`config.mk`:
```
export PLATFORM = sky130hd
export DESIGN_NAME = trace_debugger
export DESIGN_NICKNAME = d
export VERILOG_FILES = /design/src/verilog/trdb_pkg.sv /design/src/verilog/trdb_cfg_if.sv /design/src/verilog/trdb_reg.sv /design/src/verilog/trdb_filter.sv /design/src/verilog/trdb_sw_fifo.sv /design/src/verilog/trdb_stream_arbiter.sv /design/src/verilog/trace_debugger.sv
export SDC_FILE = /design/constraint.sdc
export NUM_CORES = 1
export LEC_CHECK = 0
export BUFFER_PORTS_ARGS = -buffer_cell sky130_fd_sc_hd__buf_2
export CORE_MARGIN = 5
export CORE_UTILIZATION = 48
export CTS_CLUSTER_DIAMETER = 150
export DETAILED_ROUTE_END_ITERATION = 12
export HOLD_SLACK_MARGIN = 0.1
export PLACE_DENSITY = 0.67
export SLEW_MARGIN = 20
export SYNTH_ARGS = -nofsm -noshare
export SYNTH_HDL_FRONTEND = slang
export SYNTH_HIERARCHICAL = 1
export SYNTH_SLANG_ARGS = --single-unit
```
`constraint.sdc`:
```
create_clock -name clk_i -period 8.9 [get_ports clk_i]
set_clock_uncertainty 0.15 [all_clocks]
set_input_delay 0.445 -clock clk_i [delete_from_list [all_inputs] [get_ports clk_i]]
set_output_delay 0.445 -clock clk_i [all_outputs]
set_load 0.01 [all_outputs]
```
`src/verilog/trdb_pkg.sv`:
```
package trdb_pkg;

    // datapath and bus sizes
    localparam int unsigned XLEN           = 32;
    localparam int unsigned REG_ADDR_WIDTH = 5;

    // software FIFO geometry
    localparam int unsigned SW_FIFO_DEPTH = 4;
    localparam int unsigned SW_PTR_WIDTH  = $clog2(SW_FIFO_DEPTH);
    localparam int unsigned SW_CNT_WIDTH  = $clog2(SW_FIFO_DEPTH + 1);

    // register map, byte offsets on the peripheral port
    localparam logic [REG_ADDR_WIDTH-1:0] REG_TRDB_CFG            = 5'h00;
    localparam logic [REG_ADDR_WIDTH-1:0] REG_TRDB_CTRL           = 5'h04;
    localparam logic [REG_ADDR_WIDTH-1:0] REG_TRDB_STATUS         = 5'h08;
    localparam logic [REG_ADDR_WIDTH-1:0] REG_TRDB_DUMP           = 5'h0C;
    localparam logic [REG_ADDR_WIDTH-1:0] REG_TRDB_DUMP_WITH_TIME = 5'h10;
    localparam logic [REG_ADDR_WIDTH-1:0] REG_TRDB_LOWER_ADDR     = 5'h14;
    localparam logic [REG_ADDR_WIDTH-1:0] REG_TRDB_HIGHER_ADDR    = 5'h18;
    localparam logic [REG_ADDR_WIDTH-1:0] REG_TRDB_TIME           = 5'h1C;

    // CFG register layout
    localparam int unsigned TRDB_CFG_SIZE             = 7;
    localparam int unsigned TRDB_ENABLE               = 0;
    localparam int unsigned TRDB_TRACE_ACTIVATED      = 1;
    localparam int unsigned TRDB_APPLY_FILTERS        = 2;
    localparam int unsigned TRDB_TRACE_SELECTED_PRIV  = 3;
    localparam int unsigned TRDB_TRACE_RANGE          = 4;
    localparam int unsigned TRDB_WHICH_PRIV_LSB       = 5;
    localparam int unsigned TRDB_WHICH_PRIV_MSB       = 6;

    // CTRL register layout
    localparam int unsigned TRDB_FLUSH_STREAM = 0;

    // STATUS register layout
    // overflow is sticky, empty follows the FIFO
    localparam int unsigned TRDB_OVERFLOW = 0;
    localparam int unsigned TRDB_SW_EMPTY = 1;

    // kind of word on the output stream
    typedef enum logic [1:0] {
        KIND_ADDR = 2'd0,
        KIND_SW   = 2'd1,
        KIND_TIME = 2'd2
    } trdb_kind_e;

    // one software dump as queued in the FIFO
    typedef struct packed {
        logic [XLEN-1:0] data;
        logic [XLEN-1:0] timestamp;
        logic            timed;
    } trdb_sw_entry_t;

endpackage

```
`src/verilog/trdb_cfg_if.sv`:
```
`timescale 1ns/10ps

interface trdb_cfg_if;
    import trdb_pkg::*;

    // global trace switches
    logic            enable;
    logic            activated;
    logic            apply_filters;

    // privilege filter
    logic            selected_priv;
    logic [1:0]      which_priv;

    // address range filter, bounds inclusive
    logic            range;
    logic [XLEN-1:0] lower_addr;
    logic [XLEN-1:0] higher_addr;

    // register block owns every field
    modport reg_mp (
        output enable, activated, apply_filters, selected_priv, which_priv,
        output range, lower_addr, higher_addr
    );

    // filter only looks at the settings
    modport filter_mp (
        input enable, activated, apply_filters, selected_priv, which_priv,
        input range, lower_addr, higher_addr
    );

endinterface

```
`src/verilog/trdb_reg.sv`:
```
`timescale 1ns/10ps

module trdb_reg (
    input  logic                                clk_i,
    input  logic                                rst_ni,
    input  logic                                per_valid_i,
    input  logic                                per_we_i,
    input  logic [trdb_pkg::REG_ADDR_WIDTH-1:0] per_addr_i,
    input  logic [trdb_pkg::XLEN-1:0]           per_wdata_i,
    output logic [trdb_pkg::XLEN-1:0]           per_rdata_o,
    output logic                                per_ready_o,
    trdb_cfg_if.reg_mp                          cfg,
    output logic                                sw_push_o,
    output trdb_pkg::trdb_sw_entry_t            sw_entry_o,
    input  logic                                sw_full_i,
    input  logic                                sw_empty_i,
    output logic                                flush_req_o,
    input  logic                                flush_confirm_i
);
    import trdb_pkg::*;

    // configuration and control state
    logic [TRDB_CFG_SIZE-1:0] cfg_q, cfg_d;
    logic                     ctrl_q, ctrl_d;
    logic                     ctrl_wr;
    logic [XLEN-1:0]          lower_addr_q, lower_addr_d;
    logic [XLEN-1:0]          higher_addr_q, higher_addr_d;
    logic                     overflow_q, overflow_d;

    // free running timestamp
    logic [XLEN-1:0]          time_q;

    // dump staging, entry goes into the FIFO one cycle after the write
    trdb_sw_entry_t           entry_q, entry_d;
    logic                     push_q, push_d;

    // peripheral port answers every access at once
    assign per_ready_o = 1'b1;

    // trace settings straight out of the registers
    assign cfg.enable        = cfg_q[TRDB_ENABLE];
    assign cfg.activated     = cfg_q[TRDB_TRACE_ACTIVATED];
    assign cfg.apply_filters = cfg_q[TRDB_APPLY_FILTERS];
    assign cfg.selected_priv = cfg_q[TRDB_TRACE_SELECTED_PRIV];
    assign cfg.which_priv    = cfg_q[TRDB_WHICH_PRIV_MSB:TRDB_WHICH_PRIV_LSB];
    assign cfg.range         = cfg_q[TRDB_TRACE_RANGE];
    assign cfg.lower_addr    = lower_addr_q;
    assign cfg.higher_addr   = higher_addr_q;

    assign flush_req_o = ctrl_q;
    assign sw_push_o   = push_q;
    assign sw_entry_o  = entry_q;

    // reads are combinational, dump registers and holes read as zero
    always_comb begin : read_reg
        per_rdata_o = '0;
        if (per_valid_i && !per_we_i) begin
            case (per_addr_i)
                REG_TRDB_CFG:         per_rdata_o[TRDB_CFG_SIZE-1:0] = cfg_q;
                REG_TRDB_CTRL:        per_rdata_o[TRDB_FLUSH_STREAM] = ctrl_q;
                REG_TRDB_STATUS: begin
                    per_rdata_o[TRDB_OVERFLOW] = overflow_q;
                    per_rdata_o[TRDB_SW_EMPTY] = sw_empty_i;
                end
                REG_TRDB_LOWER_ADDR:  per_rdata_o = lower_addr_q;
                REG_TRDB_HIGHER_ADDR: per_rdata_o = higher_addr_q;
                REG_TRDB_TIME:        per_rdata_o = time_q;
                default:              per_rdata_o = '0;
            endcase
        end
    end

    always_comb begin : write_reg
        cfg_d         = cfg_q;
        ctrl_d        = ctrl_q;
        ctrl_wr       = 1'b0;
        lower_addr_d  = lower_addr_q;
        higher_addr_d = higher_addr_q;
        overflow_d    = overflow_q;
        entry_d       = entry_q;
        push_d        = 1'b0;

        if (per_valid_i && per_we_i) begin
            case (per_addr_i)
                REG_TRDB_CFG: cfg_d = per_wdata_i[TRDB_CFG_SIZE-1:0];
                REG_TRDB_CTRL: begin
                    ctrl_d  = per_wdata_i[TRDB_FLUSH_STREAM];
                    ctrl_wr = 1'b1;
                end
                REG_TRDB_STATUS: begin
                    // write one to clear
                    if (per_wdata_i[TRDB_OVERFLOW]) begin
                        overflow_d = 1'b0;
                    end
                end
                REG_TRDB_DUMP: begin
                    entry_d = '{data: per_wdata_i, timestamp: time_q, timed: 1'b0};
                    push_d  = 1'b1;
                end
                REG_TRDB_DUMP_WITH_TIME: begin
                    // stamp with the counter value at the accepting edge
                    entry_d = '{data: per_wdata_i, timestamp: time_q, timed: 1'b1};
                    push_d  = 1'b1;
                end
                REG_TRDB_LOWER_ADDR:  lower_addr_d  = per_wdata_i;
                REG_TRDB_HIGHER_ADDR: higher_addr_d = per_wdata_i;
                default: ;
            endcase
        end

        // confirmed flush drops the request, a CTRL write in the same cycle wins
        if (flush_confirm_i && !ctrl_wr) begin
            ctrl_d = 1'b0;
        end

        // entry pushed into a full FIFO is lost, remember it
        if (push_q && sw_full_i) begin
            overflow_d = 1'b1;
        end
    end

    always_ff @(posedge clk_i, negedge rst_ni) begin
        if (!rst_ni) begin
            cfg_q         <= '0;
            ctrl_q        <= 1'b0;
            lower_addr_q  <= '0;
            higher_addr_q <= '0;
            overflow_q    <= 1'b0;
            push_q        <= 1'b0;
            time_q        <= '0;
        end else begin
            cfg_q         <= cfg_d;
            ctrl_q        <= ctrl_d;
            lower_addr_q  <= lower_addr_d;
            higher_addr_q <= higher_addr_d;
            overflow_q    <= overflow_d;
            push_q        <= push_d;
            time_q        <= time_q + 1'b1;
        end
    end

    // payload only, qualified by push_q
    always_ff @(posedge clk_i) begin
        entry_q <= entry_d;
    end

endmodule

```
`src/verilog/trdb_filter.sv`:
```
`timescale 1ns/10ps

module trdb_filter (
    input  logic                      clk_i,
    input  logic                      rst_ni,
    trdb_cfg_if.filter_mp             cfg,
    input  logic                      retire_valid_i,
    input  logic [trdb_pkg::XLEN-1:0] retire_addr_i,
    input  logic [1:0]                retire_priv_i,
    output logic                      pkt_valid_o,
    output logic [trdb_pkg::XLEN-1:0] pkt_addr_o
);
    import trdb_pkg::*;

    logic            trace_on;
    logic            priv_ok;
    logic            range_ok;
    logic            qualify;
    logic            pkt_valid_q;
    logic [XLEN-1:0] pkt_addr_q;

    // both switches must be set before anything is traced
    assign trace_on = cfg.enable & cfg.activated;

    // each filter passes everything unless it is selected
    always_comb begin
        priv_ok  = 1'b1;
        range_ok = 1'b1;
        if (cfg.apply_filters) begin
            if (cfg.selected_priv) begin
                priv_ok = (retire_priv_i == cfg.which_priv);
            end
            // inclusive on both ends
            if (cfg.range) begin
                range_ok = (retire_addr_i >= cfg.lower_addr) &&
                           (retire_addr_i <= cfg.higher_addr);
            end
        end
    end

    assign qualify = retire_valid_i & trace_on & priv_ok & range_ok;

    // one cycle packet strobe
    always_ff @(posedge clk_i, negedge rst_ni) begin
        if (!rst_ni) begin
            pkt_valid_q <= 1'b0;
        end else begin
            pkt_valid_q <= qualify;
        end
    end

    // address only matters while the strobe is up
    always_ff @(posedge clk_i) begin
        if (qualify) begin
            pkt_addr_q <= retire_addr_i;
        end
    end

    assign pkt_valid_o = pkt_valid_q;
    assign pkt_addr_o  = pkt_addr_q;

endmodule

```
`src/verilog/trdb_sw_fifo.sv`:
```
`timescale 1ns/10ps

module trdb_sw_fifo (
    input  logic                     clk_i,
    input  logic                     rst_ni,
    input  logic                     push_i,
    input  trdb_pkg::trdb_sw_entry_t entry_i,
    input  logic                     pop_i,
    output trdb_pkg::trdb_sw_entry_t head_o,
    output logic                     full_o,
    output logic                     empty_o
);
    import trdb_pkg::*;

    trdb_sw_entry_t          mem_q [SW_FIFO_DEPTH];
    logic [SW_PTR_WIDTH-1:0] wr_ptr_q;
    logic [SW_PTR_WIDTH-1:0] rd_ptr_q;
    logic [SW_CNT_WIDTH-1:0] count_q;
    logic                    do_push;
    logic                    do_pop;

    assign full_o  = (count_q == SW_CNT_WIDTH'(SW_FIFO_DEPTH));
    assign empty_o = (count_q == '0);

    // push into a full buffer and pop from an empty one do nothing
    assign do_push = push_i & ~full_o;
    assign do_pop  = pop_i & ~empty_o;

    assign head_o = mem_q[rd_ptr_q];

    always_ff @(posedge clk_i, negedge rst_ni) begin
        if (!rst_ni) begin
            wr_ptr_q <= '0;
            rd_ptr_q <= '0;
            count_q  <= '0;
        end else begin
            // depth is a power of two so pointers wrap on their own
            if (do_push) begin
                wr_ptr_q <= wr_ptr_q + 1'b1;
            end
            if (do_pop) begin
                rd_ptr_q <= rd_ptr_q + 1'b1;
            end
            if (do_push && !do_pop) begin
                count_q <= count_q + 1'b1;
            end else if (do_pop && !do_push) begin
                count_q <= count_q - 1'b1;
            end
        end
    end

    // storage
    always_ff @(posedge clk_i) begin
        if (do_push) begin
            mem_q[wr_ptr_q] <= entry_i;
        end
    end

endmodule

```
`src/verilog/trdb_stream_arbiter.sv`:
```
`timescale 1ns/10ps

module trdb_stream_arbiter (
    input  logic                      clk_i,
    input  logic                      rst_ni,
    input  logic                      pkt_valid_i,
    input  logic [trdb_pkg::XLEN-1:0] pkt_addr_i,
    input  trdb_pkg::trdb_sw_entry_t  sw_head_i,
    input  logic                      sw_empty_i,
    output logic                      sw_pop_o,
    input  logic                      flush_req_i,
    output logic                      flush_confirm_o,
    output logic                      stream_valid_o,
    output logic [trdb_pkg::XLEN-1:0] stream_data_o,
    output trdb_pkg::trdb_kind_e      stream_kind_o
);
    import trdb_pkg::*;

    // set while the head entry has its time word out but not its data
    logic            time_sent_q, time_sent_d;
    logic            confirm_q;

    logic            out_valid_d;
    logic [XLEN-1:0] out_data_d;
    trdb_kind_e      out_kind_d;

    logic            out_valid_q;
    logic [XLEN-1:0] out_data_q;
    trdb_kind_e      out_kind_q;

    always_comb begin
        out_valid_d = 1'b0;
        out_data_d  = pkt_addr_i;
        out_kind_d  = KIND_ADDR;
        sw_pop_o    = 1'b0;
        time_sent_d = time_sent_q;

        if (pkt_valid_i) begin
            // packets always take the slot
            out_valid_d = 1'b1;
        end else if (!sw_empty_i) begin
            out_valid_d = 1'b1;
            if (sw_head_i.timed && !time_sent_q) begin
                // timestamp first, entry stays at the head
                out_data_d  = sw_head_i.timestamp;
                out_kind_d  = KIND_TIME;
                time_sent_d = 1'b1;
            end else begin
                out_data_d  = sw_head_i.data;
                out_kind_d  = KIND_SW;
                sw_pop_o    = 1'b1;
                time_sent_d = 1'b0;
            end
        end
    end

    // flush is done once nothing is buffered and no entry is split
    // only the first such cycle confirms
    assign flush_confirm_o = flush_req_i & sw_empty_i & ~time_sent_q & ~confirm_q;

    always_ff @(posedge clk_i, negedge rst_ni) begin
        if (!rst_ni) begin
            time_sent_q <= 1'b0;
            confirm_q   <= 1'b0;
            out_valid_q <= 1'b0;
        end else begin
            time_sent_q <= time_sent_d;
            confirm_q   <= flush_confirm_o;
            out_valid_q <= out_valid_d;
        end
    end

    // word and kind are only looked at with the strobe
    always_ff @(posedge clk_i) begin
        out_data_q <= out_data_d;
        out_kind_q <= out_kind_d;
    end

    assign stream_valid_o = out_valid_q;
    assign stream_data_o  = out_data_q;
    assign stream_kind_o  = out_kind_q;

endmodule

```
`src/verilog/trace_debugger.sv`:
```
`timescale 1ns/10ps

module trace_debugger (
    input  logic                                clk_i,
    input  logic                                rst_ni,
    input  logic                                per_valid_i,
    input  logic                                per_we_i,
    input  logic [trdb_pkg::REG_ADDR_WIDTH-1:0] per_addr_i,
    input  logic [trdb_pkg::XLEN-1:0]           per_wdata_i,
    output logic [trdb_pkg::XLEN-1:0]           per_rdata_o,
    output logic                                per_ready_o,
    input  logic                                retire_valid_i,
    input  logic [trdb_pkg::XLEN-1:0]           retire_addr_i,
    input  logic [1:0]                          retire_priv_i,
    output logic                                stream_valid_o,
    output logic [trdb_pkg::XLEN-1:0]           stream_data_o,
    output trdb_pkg::trdb_kind_e                stream_kind_o
);
    import trdb_pkg::*;

    // filter to arbiter
    logic            pkt_valid;
    logic [XLEN-1:0] pkt_addr;

    // software path
    logic            sw_push;
    trdb_sw_entry_t  sw_entry;
    trdb_sw_entry_t  sw_head;
    logic            sw_full;
    logic            sw_empty;
    logic            sw_pop;

    // flush handshake
    logic            flush_req;
    logic            flush_confirm;

    trdb_cfg_if cfg_if ();

    trdb_reg trdb_reg_inst (
        .clk_i           (clk_i),
        .rst_ni          (rst_ni),
        .per_valid_i     (per_valid_i),
        .per_we_i        (per_we_i),
        .per_addr_i      (per_addr_i),
        .per_wdata_i     (per_wdata_i),
        .per_rdata_o     (per_rdata_o),
        .per_ready_o     (per_ready_o),
        .cfg             (cfg_if.reg_mp),
        .sw_push_o       (sw_push),
        .sw_entry_o      (sw_entry),
        .sw_full_i       (sw_full),
        .sw_empty_i      (sw_empty),
        .flush_req_o     (flush_req),
        .flush_confirm_i (flush_confirm)
    );

    trdb_filter trdb_filter_inst (
        .clk_i          (clk_i),
        .rst_ni         (rst_ni),
        .cfg            (cfg_if.filter_mp),
        .retire_valid_i (retire_valid_i),
        .retire_addr_i  (retire_addr_i),
        .retire_priv_i  (retire_priv_i),
        .pkt_valid_o    (pkt_valid),
        .pkt_addr_o     (pkt_addr)
    );

    trdb_sw_fifo trdb_sw_fifo_inst (
        .clk_i   (clk_i),
        .rst_ni  (rst_ni),
        .push_i  (sw_push),
        .entry_i (sw_entry),
        .pop_i   (sw_pop),
        .head_o  (sw_head),
        .full_o  (sw_full),
        .empty_o (sw_empty)
    );

    trdb_stream_arbiter trdb_stream_arbiter_inst (
        .clk_i           (clk_i),
        .rst_ni          (rst_ni),
        .pkt_valid_i     (pkt_valid),
        .pkt_addr_i      (pkt_addr),
        .sw_head_i       (sw_head),
        .sw_empty_i      (sw_empty),
        .sw_pop_o        (sw_pop),
        .flush_req_i     (flush_req),
        .flush_confirm_o (flush_confirm),
        .stream_valid_o  (stream_valid_o),
        .stream_data_o   (stream_data_o),
        .stream_kind_o   (stream_kind_o)
    );

endmodule

```
==> flow_metrics.py, run 1 <==
metrics = {
    "global_routing": {
        "grt_use_total_pct": 20.14,
        "overflow": 0,
        "grt_max_degree": 69,
        "grt_pass1_vias": 12270,
        "grt_pass1_wl_mm": 73.12,
        "antenna_found_initial": 0,
    },
    "floorplan": {
        "core_sq_um": 43270,
        "rows": 76,
        "die_w_microns": 219.8,
        "ios": 144,
        "die_h_microns": 219.8,
        "dieArea_sq_um": 48320,
        "initial_utilization_pct": 48.84,
    },
    "placed_design": {
        "dpl.hpwl_mm": 29.90,
        "pre_cts_ws_ns": 4.812,
        "gp_congestion": 0.8088,
        "placed_cell_area_sq_um": 22350,
        "io_buffers": 142,
    },
    "routing": {
        "wl_mm": 48.03,
        "drt_pass1_iterations": 5,
        "drtAntennaViolNets": 0,
        "dr_total_vias": 11660,
        "wl_per_cell_microns": 22.52,
        "drc_errors": 0,
        "drtIter0Drc": 906,
        "drt-vias-per-instance": 5.467,
    },
    "timing": {
        "maxSlewHeadroom_pct": 24.98,
        "period_minus_slack_ns": 4.042,
        "hold_viol_final": 0,
        "finalSetupTns_ns": 0,
        "rsz0062_at_grt": "no",
        "fin_crit_sh_pct": 45.41,
        "holdWs_ns": 0.1463,
        "worst_pin_slew_ns": 1.121,
        "fmax_mhz": 247.4,
        "worst_slack_ns": 4.858,
        "setup_viol": 0,
        "slew_violations": 0,
    },
    "power_and_ir_drop": {
        "clock_power_share_pct": 36.0,
        "seqPwrFrac_pct": 44.1,
        "p_int_mw": 4.703,
        "leakage_nw": 9.491,
        "switching_share_pct": 26.14,
        "power.density_nw_per_um2": 256.5,
        "design_power_total_mw": 6.367,
        "peakVddDrop_uv": 241.9,
        "p_switching_mw": 1.664,
        "comb_power_share_pct": 19.9,
    },
    "clocking": {
        "cts_tree": "yes",
        "cts_max_level": 2,
        "postCtsResizedCells": 0,
        "cts.sinks": 508,
        "clk_latency_ns": 0.59,
        "cts_buffer_depth": 3,
        "cts.clk_slew.worst_paths_ns": 0.06,
        "cts_root_buf": "clkbuf_16",
        "postCtsSetupBuffers": 0,
        "cts-buffers-inserted": 52,
    },
    "synth": {
        "ys.warnings.count": 6,
        "synth_cell_type_count": 64,
        "ys_seq_area_share_pct": 67.81,
        "synth_edf_count": 357,
        "netlist_instances": 1275,
        "synth_flop_cell": "edfxtp_1",
        "syn_avg_cell_area_sq_um": 16.57,
        "async_flop_share_pct": 23.03,
        "synth.net_count": 1422,
        "synth_area_sq_um": 21130,
        "synth.ff_latch_count": 508,
    },
    "final_layout": {
        "stdcell_area_sq_um": 24820,
        "drive_above_1_share_pct": 28.04,
        "fillCellCount": 3359,
        "final_nets": 1651,
        "final_cell_mix": "edfxtp_1 (357), buf_2 (141), dfrtp_1 (115)",
        "area_growth_pct": 17.47,
        "layout_commonest_cell": "edfxtp_1",
        "n_antenna_cell": 0,
    },
    "worst_setup_path": {
        "worst-endpoint-required_ns": 8.99,
        "crit_path_end_kind": "register",
        "cp_max_fo": 17,
        "crit_arrival_ns": 4.13,
        "crit_type": "in2reg",
        "start_kind": "primary input",
    },
    "run_status": {
        "status": "finished clean",
    },
    "flow_run": {
        "cap_violations": 0,
    },
    "min_path": {
        "holdCritPathClass": "in2reg",
    },
}
## power by group through the flow
stage | clock [mW] | combinational (mW) | sequential [mW]
detailed placement | 0 | 1.27 | 2.86
global placement | 0 | 1.26 | 2.85
global route | 2.45 | 1.39 | 2.83
CTS | 2.34 | 1.30 | 2.81
floorplan | 0 | 0.965 | 2.84
finish | 2.29 | 1.27 | 2.81
## state kept, by name, indices dropped and copies added (netlist names)
signal and flops:
trdb_sw_fifo_inst/mem_q 260, trdb_reg_inst/sw_entry_o 65, trdb_filter_inst/pkt_addr_o 32, trdb_reg_inst/cfg.higher_addr 32
trdb_reg_inst/cfg.lower_addr 32, trdb_reg_inst/time_q 32, trdb_stream_arbiter_inst/stream_data_o 32, trdb_reg_inst/cfg_q 7
trdb_sw_fifo_inst/count_q 3, trdb_stream_arbiter_inst/stream_kind_o 2, trdb_sw_fifo_inst/rd_ptr_q 2, trdb_sw_fifo_inst/wr_ptr_q 2
trdb_filter_inst/pkt_valid_o 1, trdb_reg_inst/flush_req_o 1, trdb_reg_inst/overflow_q 1, trdb_reg_inst/sw_push_o 1
trdb_stream_arbiter_inst/confirm_q 1, trdb_stream_arbiter_inst/stream_valid_o 1, trdb_stream_arbiter_inst/time_sent_q 1
## through the flow
| step | std cells | utilization (%) |
|---|---|---|
| finish | 2133 | 57.37 |
| floorplan | 1275 | - |
| global route | 2133 | 57.37 |
| global placement | 1970 | 51.66 |
| CTS | 2133 | 57.37 |
| detailed placement | 1970 | 51.66 |
## routing by layer
metal  wire length, microns  up-vias  GRT usage, %
met5                      0        -             0
met4                   1091        0         4.910
met3                   2608       77         3.476
met2                  23560      333         33.39
met1                  20770     5927         28.12
li1                       -     5324             -
## worst paths after layout
path	start	end	slack, ns	cells past startpoint
min in group asynchronous	rst_ni	trdb_reg_inst/cfg.higher_addr[7]	0.34	2
min reg2reg	trdb_stream_arbiter_inst/confirm_q	trdb_stream_arbiter_inst/confirm_q	0.27	1
max reg2reg	trdb_reg_inst/cfg.higher_addr[14]	trdb_filter_inst/pkt_addr_o[17]	5.01	9
max in group asynchronous	rst_ni	trdb_sw_fifo_inst/rd_ptr_q[0]	6.83	3
min	per_addr_i[0]	trdb_reg_inst/overflow_q	0.15	4
max	retire_addr_i[15]	trdb_filter_inst/pkt_addr_o[17]	4.86	10
## repair_timing
| item | in CTS | in global routing |
|---|---|---|
| hold buffers | 65 | 0 |
| setup endpoints to repair | 0 | 0 |
| hold endpoints to repair | 191 | 0 |
## worst max-delay path, stage by stage
cell and delay [ns]:
dlygate4sd3_1 0.54, buf_2 0.16, ha_1 0.33, nand4_1 0.26, nor4_1 0.71, a21oi_1 0.16
o41ai_2 0.08, nand2_1 0.13, a211oi_4 0.83, buf_4 0.47
## cells in the mapped netlist, types with 2 or more instances
cell type,count,area (sq um)
edfxtp_1,357,10720
dfrtp_1,117,2928
mux2_2,101,1137
inv_1,71,266.5
ha_1,70,875.8
mux4_2,65,1464
nand2_1,55,206.5
nor2_1,46,172.7
mux2i_1,35,350.3
dfxtp_1,34,680.7
xnor2_1,30,262.8
a22oi_1,29,217.7
nand4_1,27,168.9
nand3_1,24,120.1
o21ai_1,23,115.1
a21oi_1,21,105.1
a21o_1,13,97.59
buf_2,13,65.06
clkbuf_1,13,48.80
o21ai_0,11,55.05
nor2b_1,10,62.56
buf_6,9,101.4
xor2_1,9,78.83
buf_4,8,60.06
a211oi_1,7,52.55
and2_1,7,43.79
nor3_1,5,25.02
and3_1,4,25.02
and4_1,4,35.03
buf_12,4,80.08
mux2_1,4,45.04
nor4_1,4,25.02
o21ai_2,4,35.03
a222oi_1,3,30.03
buf_8,3,45.04
nand2b_1,3,18.77
a2111oi_0,2,17.52
nand3b_1,2,15.01
or2_2,2,12.51
or3_1,2,12.51
## cell families after synthesis
group / count (synthesis) / share of synthesized area [%]
multiplexers: 205 / 14.18
adder cells (fa/ha/maj): 71 / 4.240
XOR/XNOR: 39 / 1.617
AO/OA/AOI/OAI: 123 / 3.867
flip-flops: 508 / 67.81
other: 1 / 0.01775
AND/OR/NAND/NOR: 206 / 5.086
buffers and inverters: 122 / 3.180
## final cells by class
class,instances,area [sq um],area share (%)
flip-flops and latches,508,14330,57.75
multi-input cells,645,6163,24.83
repair buffers,226,1506,6.069
clock buffers,73,1453,5.852
well taps,585,732.0,2.949
clock inverters,25,366.6,1.477
inverters,71,266.5,1.074
Note: power is estimated with default switching activity, not from simulation.
==> run 2: changes to the inputs <==
clock period = 4 ns   (was 8.9 ns; I/O delays follow)
==> run 2 against run 1 <==
Worst hold slack improved by 0.0030 ns. Die area unchanged. Sequential cell count is the same. Sequential power up 120%. Combinational power rose by 130%. Wire length increased by 1.1%. First-iteration DRC count rose by 0.77%. Worst setup slack got worse by 4.1 ns. Sequential share of layout area down 0.10 points. Utilization is 0.10 points higher. Non-clock buffer count rose by 16. Critical path depth decreased by 2.
==> flow_metrics.py, run 2 (synthesis gave the netlist of run 1 again) <==
metrics = {
    "run_status": {
        "status": "finished clean",
    },
    "global_routing": {
        "grt_pass1_vias": 12510,
        "grt_use_total_pct": 20.45,
        "overflow": 0,
        "grt_pass1_wl_mm": 74.38,
        "grt_max_degree": 68,
        "antenna_found_initial": 2,
    },
    "floorplan": {
        "core_sq_um": 43270,
        "dieArea_sq_um": 48320,
        "initial_utilization_pct": 48.84,
        "ios": 144,
        "die_w_microns": 219.8,
        "die_h_microns": 219.8,
        "rows": 76,
    },
    "timing": {
        "finalSetupTns_ns": 0,
        "slew_violations": 0,
        "hold_viol_final": 0,
        "setup_viol": 0,
        "period_minus_slack_ns": 3.205,
        "maxSlewHeadroom_pct": 26.94,
        "fmax_mhz": 312.0,
        "worst_slack_ns": 0.7951,
        "holdWs_ns": 0.1493,
        "rsz0062_at_grt": "no",
        "fin_crit_sh_pct": 80.12,
        "worst_pin_slew_ns": 1.096,
    },
    "flow_run": {
        "cap_violations": 0,
    },
    "final_layout": {
        "layout_commonest_cell": "edfxtp_1",
        "stdcell_area_sq_um": 24870,
        "fillCellCount": 3320,
        "n_antenna_cell": 0,
        "drive_above_1_share_pct": 27.91,
        "final_cell_mix": "edfxtp_1 (357), buf_2 (142), dfrtp_1 (115)",
        "area_growth_pct": 17.68,
        "largest_reg_flops": 260,
        "max_flop_register": "trdb_sw_fifo_inst/mem_q",
        "final_nets": 1667,
    },
    "clocking": {
        "cts_tree": "yes",
        "cts.sinks": 508,
        "clk_latency_ns": 0.57,
        "cts_max_level": 2,
        "postCtsResizedCells": 0,
        "cts_buffer_depth": 3,
        "cts-buffers-inserted": 52,
        "cts_root_buf": "clkbuf_16",
        "cts.clk_slew.worst_paths_ns": 0.05,
        "postCtsSetupBuffers": 0,
        "cts_hold_buf": 76,
    },
    "worst_setup_path": {
        "cp_max_fo": 12,
        "start_kind": "primary input",
        "worst-endpoint-required_ns": 3.65,
        "crit_start": "per_addr_i[4]",
        "r2r_setup_slack_ns": 0.85,
        "crit_path_end_kind": "output pin",
        "crit_arrival_ns": 2.85,
        "r2r-end": "trdb_filter_inst/pkt_addr_o[0]",
        "rr_worst_depth": 9,
        "worstReg2RegStart": "trdb_reg_inst/cfg.higher_addr[15]",
        "crit_type": "in2out",
    },
    "power_and_ir_drop": {
        "power.density_nw_per_um2": 550.5,
        "peakVddDrop_uv": 355.9,
        "leakage_nw": 9.508,
    },
    "placed_design": {
        "gp_congestion": 0.8049,
        "placed_cell_area_sq_um": 22480,
        "dpl.hpwl_mm": 30.17,
        "pre_cts_ws_ns": 0.8963,
        "io_buffers": 142,
    },
    "routing": {
        "drt-vias-per-instance": 5.539,
        "drtIter0Drc": 913,
        "drc_errors": 0,
        "dr_total_vias": 11890,
        "wl_mm": 48.53,
        "wl_per_cell_microns": 22.61,
        "drtAntennaViolNets": 0,
        "drt_pass1_iterations": 5,
    },
    "min_path": {
        "hold_end": "trdb_reg_inst/sw_push_o",
        "holdCritPathClass": "in2reg",
        "whs_path_depth": 4,
        "min_from": "per_addr_i[3]",
    },
}
## run 2: cell types whose count changed in the layout (fill, tap and decap cells not counted), sizes merged
cell	delta
buf	+6
bufinv	-7
clkbuf	-1
clkinv	+8
dlygate4sd3	+10
inv	-2
## run 2: critical path: stages
cell	delay (ns)
dlygate4sd3_1	0.51
buf_2	0.19
or3b_4	0.46
nor2_2	0.64
buf_4	0.36
a22oi_1	0.12
nor2_1	0.19
buf_2	0.17
## run 2: how the worst max path moves through the flow
stage	to	slack (ns)	cells after the start
floorplan	trdb_filter_inst/pkt_addr_o[0]	0.42	8
global placement	trdb_filter_inst/pkt_addr_o[0]	0.88	9
detailed placement	trdb_filter_inst/pkt_addr_o[22]	0.90	9
CTS	per_rdata_o[7]	0.78	8
global route	per_rdata_o[7]	0.65	8
finish	per_rdata_o[7]	0.80	8
## run 2: layout make-up
type	count	area (sq um)	area share [%]
clock buffer	72	1458	5.862
clock inverter	24	176.4	0.7095
inverter	71	266.5	1.072
multi-input combinational	645	6163	24.79
sequential	508	14330	57.64
tap	585	732.0	2.944
timing repair buffer	242	1737	6.984
## run 2: per-stage QoR
stage / total power [mW] / utilization [%] / std cells
floorplan: 8.458 / - / 1275
global placement: 9.161 / 51.95 / 1975
detailed placement: 9.191 / 51.95 / 1975
CTS: 13.87 / 57.48 / 2147
global route: 14.38 / 57.47 / 2147
finish: 13.69 / 57.47 / 2147
## run 2: layer usage
layer,vias to the layer above,share of wire [%],wire (microns),track usage (%)
met2,371,48,23200,32.91
met1,6098,44,21240,29.18
met3,74,6.3,3039,3.544
met5,-,0.041,20,0
li1,5345,-,-,-
met4,4,2.1,1031,5.617
## run 2: power breakdown
part           switching (mW)  internal [mW]  total [mW]
Clock                    1.93           2.67        4.60
Sequential              0.188           5.97        6.16
Combinational            1.53           1.39        2.92
==> run 3: changes to the inputs <==
PLACE_DENSITY = 0.69   (was 0.67)
clock period = 2.9 ns   (was 4 ns; I/O delays follow)
==> run 3 against run 2 <==
Worst hold slack improved by 0.018 ns. Die area stayed put. First-iteration DRC count decreased by 3.1%. Non-clock buffer count grew 15. Via count decreased by 0.24%. Sequential power is 38% higher. Final cell count increased by 0.65%. Sequential share of layout area decreased by 0.76 points. Global-route usage about the same. Power increased by 41%.
==> flow_metrics.py, run 3 (synthesis gave the netlist of run 1 again) <==
metrics = {
    "floorplan": {
        "core_sq_um": 43270,
        "rows": 76,
        "initial_utilization_pct": 48.84,
        "dieArea_sq_um": 48320,
        "die_w_microns": 219.8,
        "die_h_microns": 219.8,
        "ios": 144,
    },
    "timing": {
        "fin_crit_sh_pct": 96.82,
        "setup_viol": 0,
        "worst_pin_slew_ns": 0.6847,
        "fmax_mhz": 356.1,
        "maxSlewHeadroom_pct": 53.97,
        "hold_viol_final": 0,
        "finalSetupTns_ns": 0,
        "period_minus_slack_ns": 2.808,
        "slew_violations": 0,
    },
    "worst_setup_path": {
        "rr_worst_depth": 10,
        "start_kind": "register",
        "endpoint": "trdb_filter_inst/pkt_addr_o[24]",
        "worst-endpoint-required_ns": 3.04,
        "r2r-end": "trdb_filter_inst/pkt_addr_o[24]",
        "worstReg2RegStart": "trdb_reg_inst/cfg.lower_addr[27]",
        "crit_arrival_ns": 2.95,
        "crit_type": "reg2reg",
        "crit_path_end_kind": "register",
        "cp_max_fo": 7,
        "r2r_setup_slack_ns": 0.09,
        "crit_start": "trdb_reg_inst/cfg.lower_addr[27]",
    },
    "flow_run": {
        "cap_violations": 0,
    },
    "final_layout": {
        "final_cell_mix": "edfxtp_1 (357), buf_2 (142), dfrtp_1 (115)",
        "n_antenna_cell": 0,
        "largest_reg_flops": 260,
        "max_flop_register": "trdb_sw_fifo_inst/mem_q",
        "utilization_pct": 58.24,
        "layout_commonest_cell": "edfxtp_1",
        "final_nets": 1681,
        "area_growth_pct": 19.26,
        "drive_above_1_share_pct": 29.00,
    },
    "power_and_ir_drop": {
        "power.density_nw_per_um2": 763.8,
        "clock_power_share_pct": 34.5,
        "p_int_mw": 14.17,
        "p_switching_mw": 5.082,
        "seqPwrFrac_pct": 44.1,
        "comb_power_share_pct": 21.3,
        "leakage_nw": 9.647,
        "peakVddDrop_uv": 585.3,
        "switching_share_pct": 26.40,
    },
    "routing": {
        "drt-vias-per-instance": 5.490,
        "drc_errors": 0,
        "drt_pass1_iterations": 5,
        "wl_per_cell_microns": 22.67,
        "drtAntennaViolNets": 0,
        "dr_total_vias": 11860,
        "wl_mm": 48.99,
        "drtIter0Drc": 885,
    },
    "global_routing": {
        "grt_use_total_pct": 20.44,
        "antenna_found_initial": 0,
        "grt_max_degree": 68,
        "grt_pass1_wl_mm": 74.47,
        "grt_pass1_vias": 12310,
        "overflow": 0,
    },
    "run_status": {
        "status": "finished clean",
    },
    "min_path": {
        "holdCritPathClass": "in2reg",
    },
    "clocking": {
        "cts.clk_slew.worst_paths_ns": 0.06,
        "cts-buffers-inserted": 51,
        "cts.sinks": 508,
        "clk_latency_ns": 0.59,
        "cts_root_buf": "clkbuf_16",
        "cts_buffer_depth": 3,
        "cts_max_level": 2,
        "cts_tree": "yes",
    },
    "placed_design": {
        "io_buffers": 142,
        "dpl.hpwl_mm": 30.76,
        "gp_congestion": 0.8316,
    },
}
==> run 3: metal layers <==
metal | GRT usage [%] | wire [microns] | part of all wire, %
met1 | 29.37 | 21700 | 44
met3 | 3.668 | 2910 | 5.9
met2 | 32.95 | 23580 | 48
met4 | 4.785 | 785 | 1.6
met5 | 0 | 0 | 0
==> run 3: final cells by class <==
cell class | instances | area [sq um]
repair buffers | 257 | 1959
clock inverters | 26 | 287.8
well taps | 585 | 732.0
inverters | 71 | 266.5
clock buffers | 69 | 1415
fillers | 3289 | 18070
multi-input cells | 645 | 6205
flip-flops and latches | 508 | 14330
==> run 3: power groups by stage <==
stage	clock, mW	combinational [mW]	sequential (mW)
after floorplan	0	3.00	8.70
after global placement	0	4.02	8.63
after detailed placement	0	4.08	8.64
after CTS	6.78	4.17	8.50
after global routing	7.11	4.49	8.55
final	6.64	4.11	8.50
==> run 3: how the worst min path moves through the flow <==
stage	from	to	slack, ns	depth (start not counted)
6_report	per_wdata_i[5]	trdb_reg_inst/sw_entry_o[38]	0.17	2
5_1_grt	retire_addr_i[0]	trdb_filter_inst/pkt_addr_o[0]	0.15	2
4_1_cts	retire_addr_i[0]	trdb_filter_inst/pkt_addr_o[0]	0.13	2
3_5_place_dp	rst_ni	trdb_reg_inst/time_q[7]	0.02	1
3_3_place_gp	rst_ni	trdb_reg_inst/time_q[8]	0.004	1
2_1_floorplan	rst_ni	trdb_filter_inst/pkt_valid_o	-0.30	0
==> run 3: critical path, stage by stage (launching register included) <==
cell      delay (ns)
dfrtp_1         0.37
inv_1           0.07
ha_1            0.30
nand4_1         0.12
or2_2           0.33
nor2_2          0.16
o21ai_0         0.12
and4_1          0.25
a211oi_4        0.26
buf_4           0.19
buf_4           0.19
==> run 3: through the flow <==
stage               total power, mW  setup WS (ns)  hold slack, ns  instance area [sq um]  instances
finish                        19.25        0.09208          0.1675                  25200       2161
global placement              12.64         0.1200        0.004149                  22670       1985
CTS                           19.44        0.03621          0.1304                  25160       2157
global route                  20.14       -0.01433          0.1471                  25200       2161
detailed placement            12.72        0.04261         0.01646                  22670       1985
floorplan                     11.70        -0.1622         -0.3006                  21200       1275
==> run 3: timing repair <==
action | in CTS | in global routing
setup buffers | 0 | 3
gates cloned | 0 | 1
gates resized for setup | 0 | 5
hold endpoints to repair | 256 | 0
hold buffers | 77 | 0
pin swaps | 1 | 5
endpoints found under the setup margin | 3 | 48
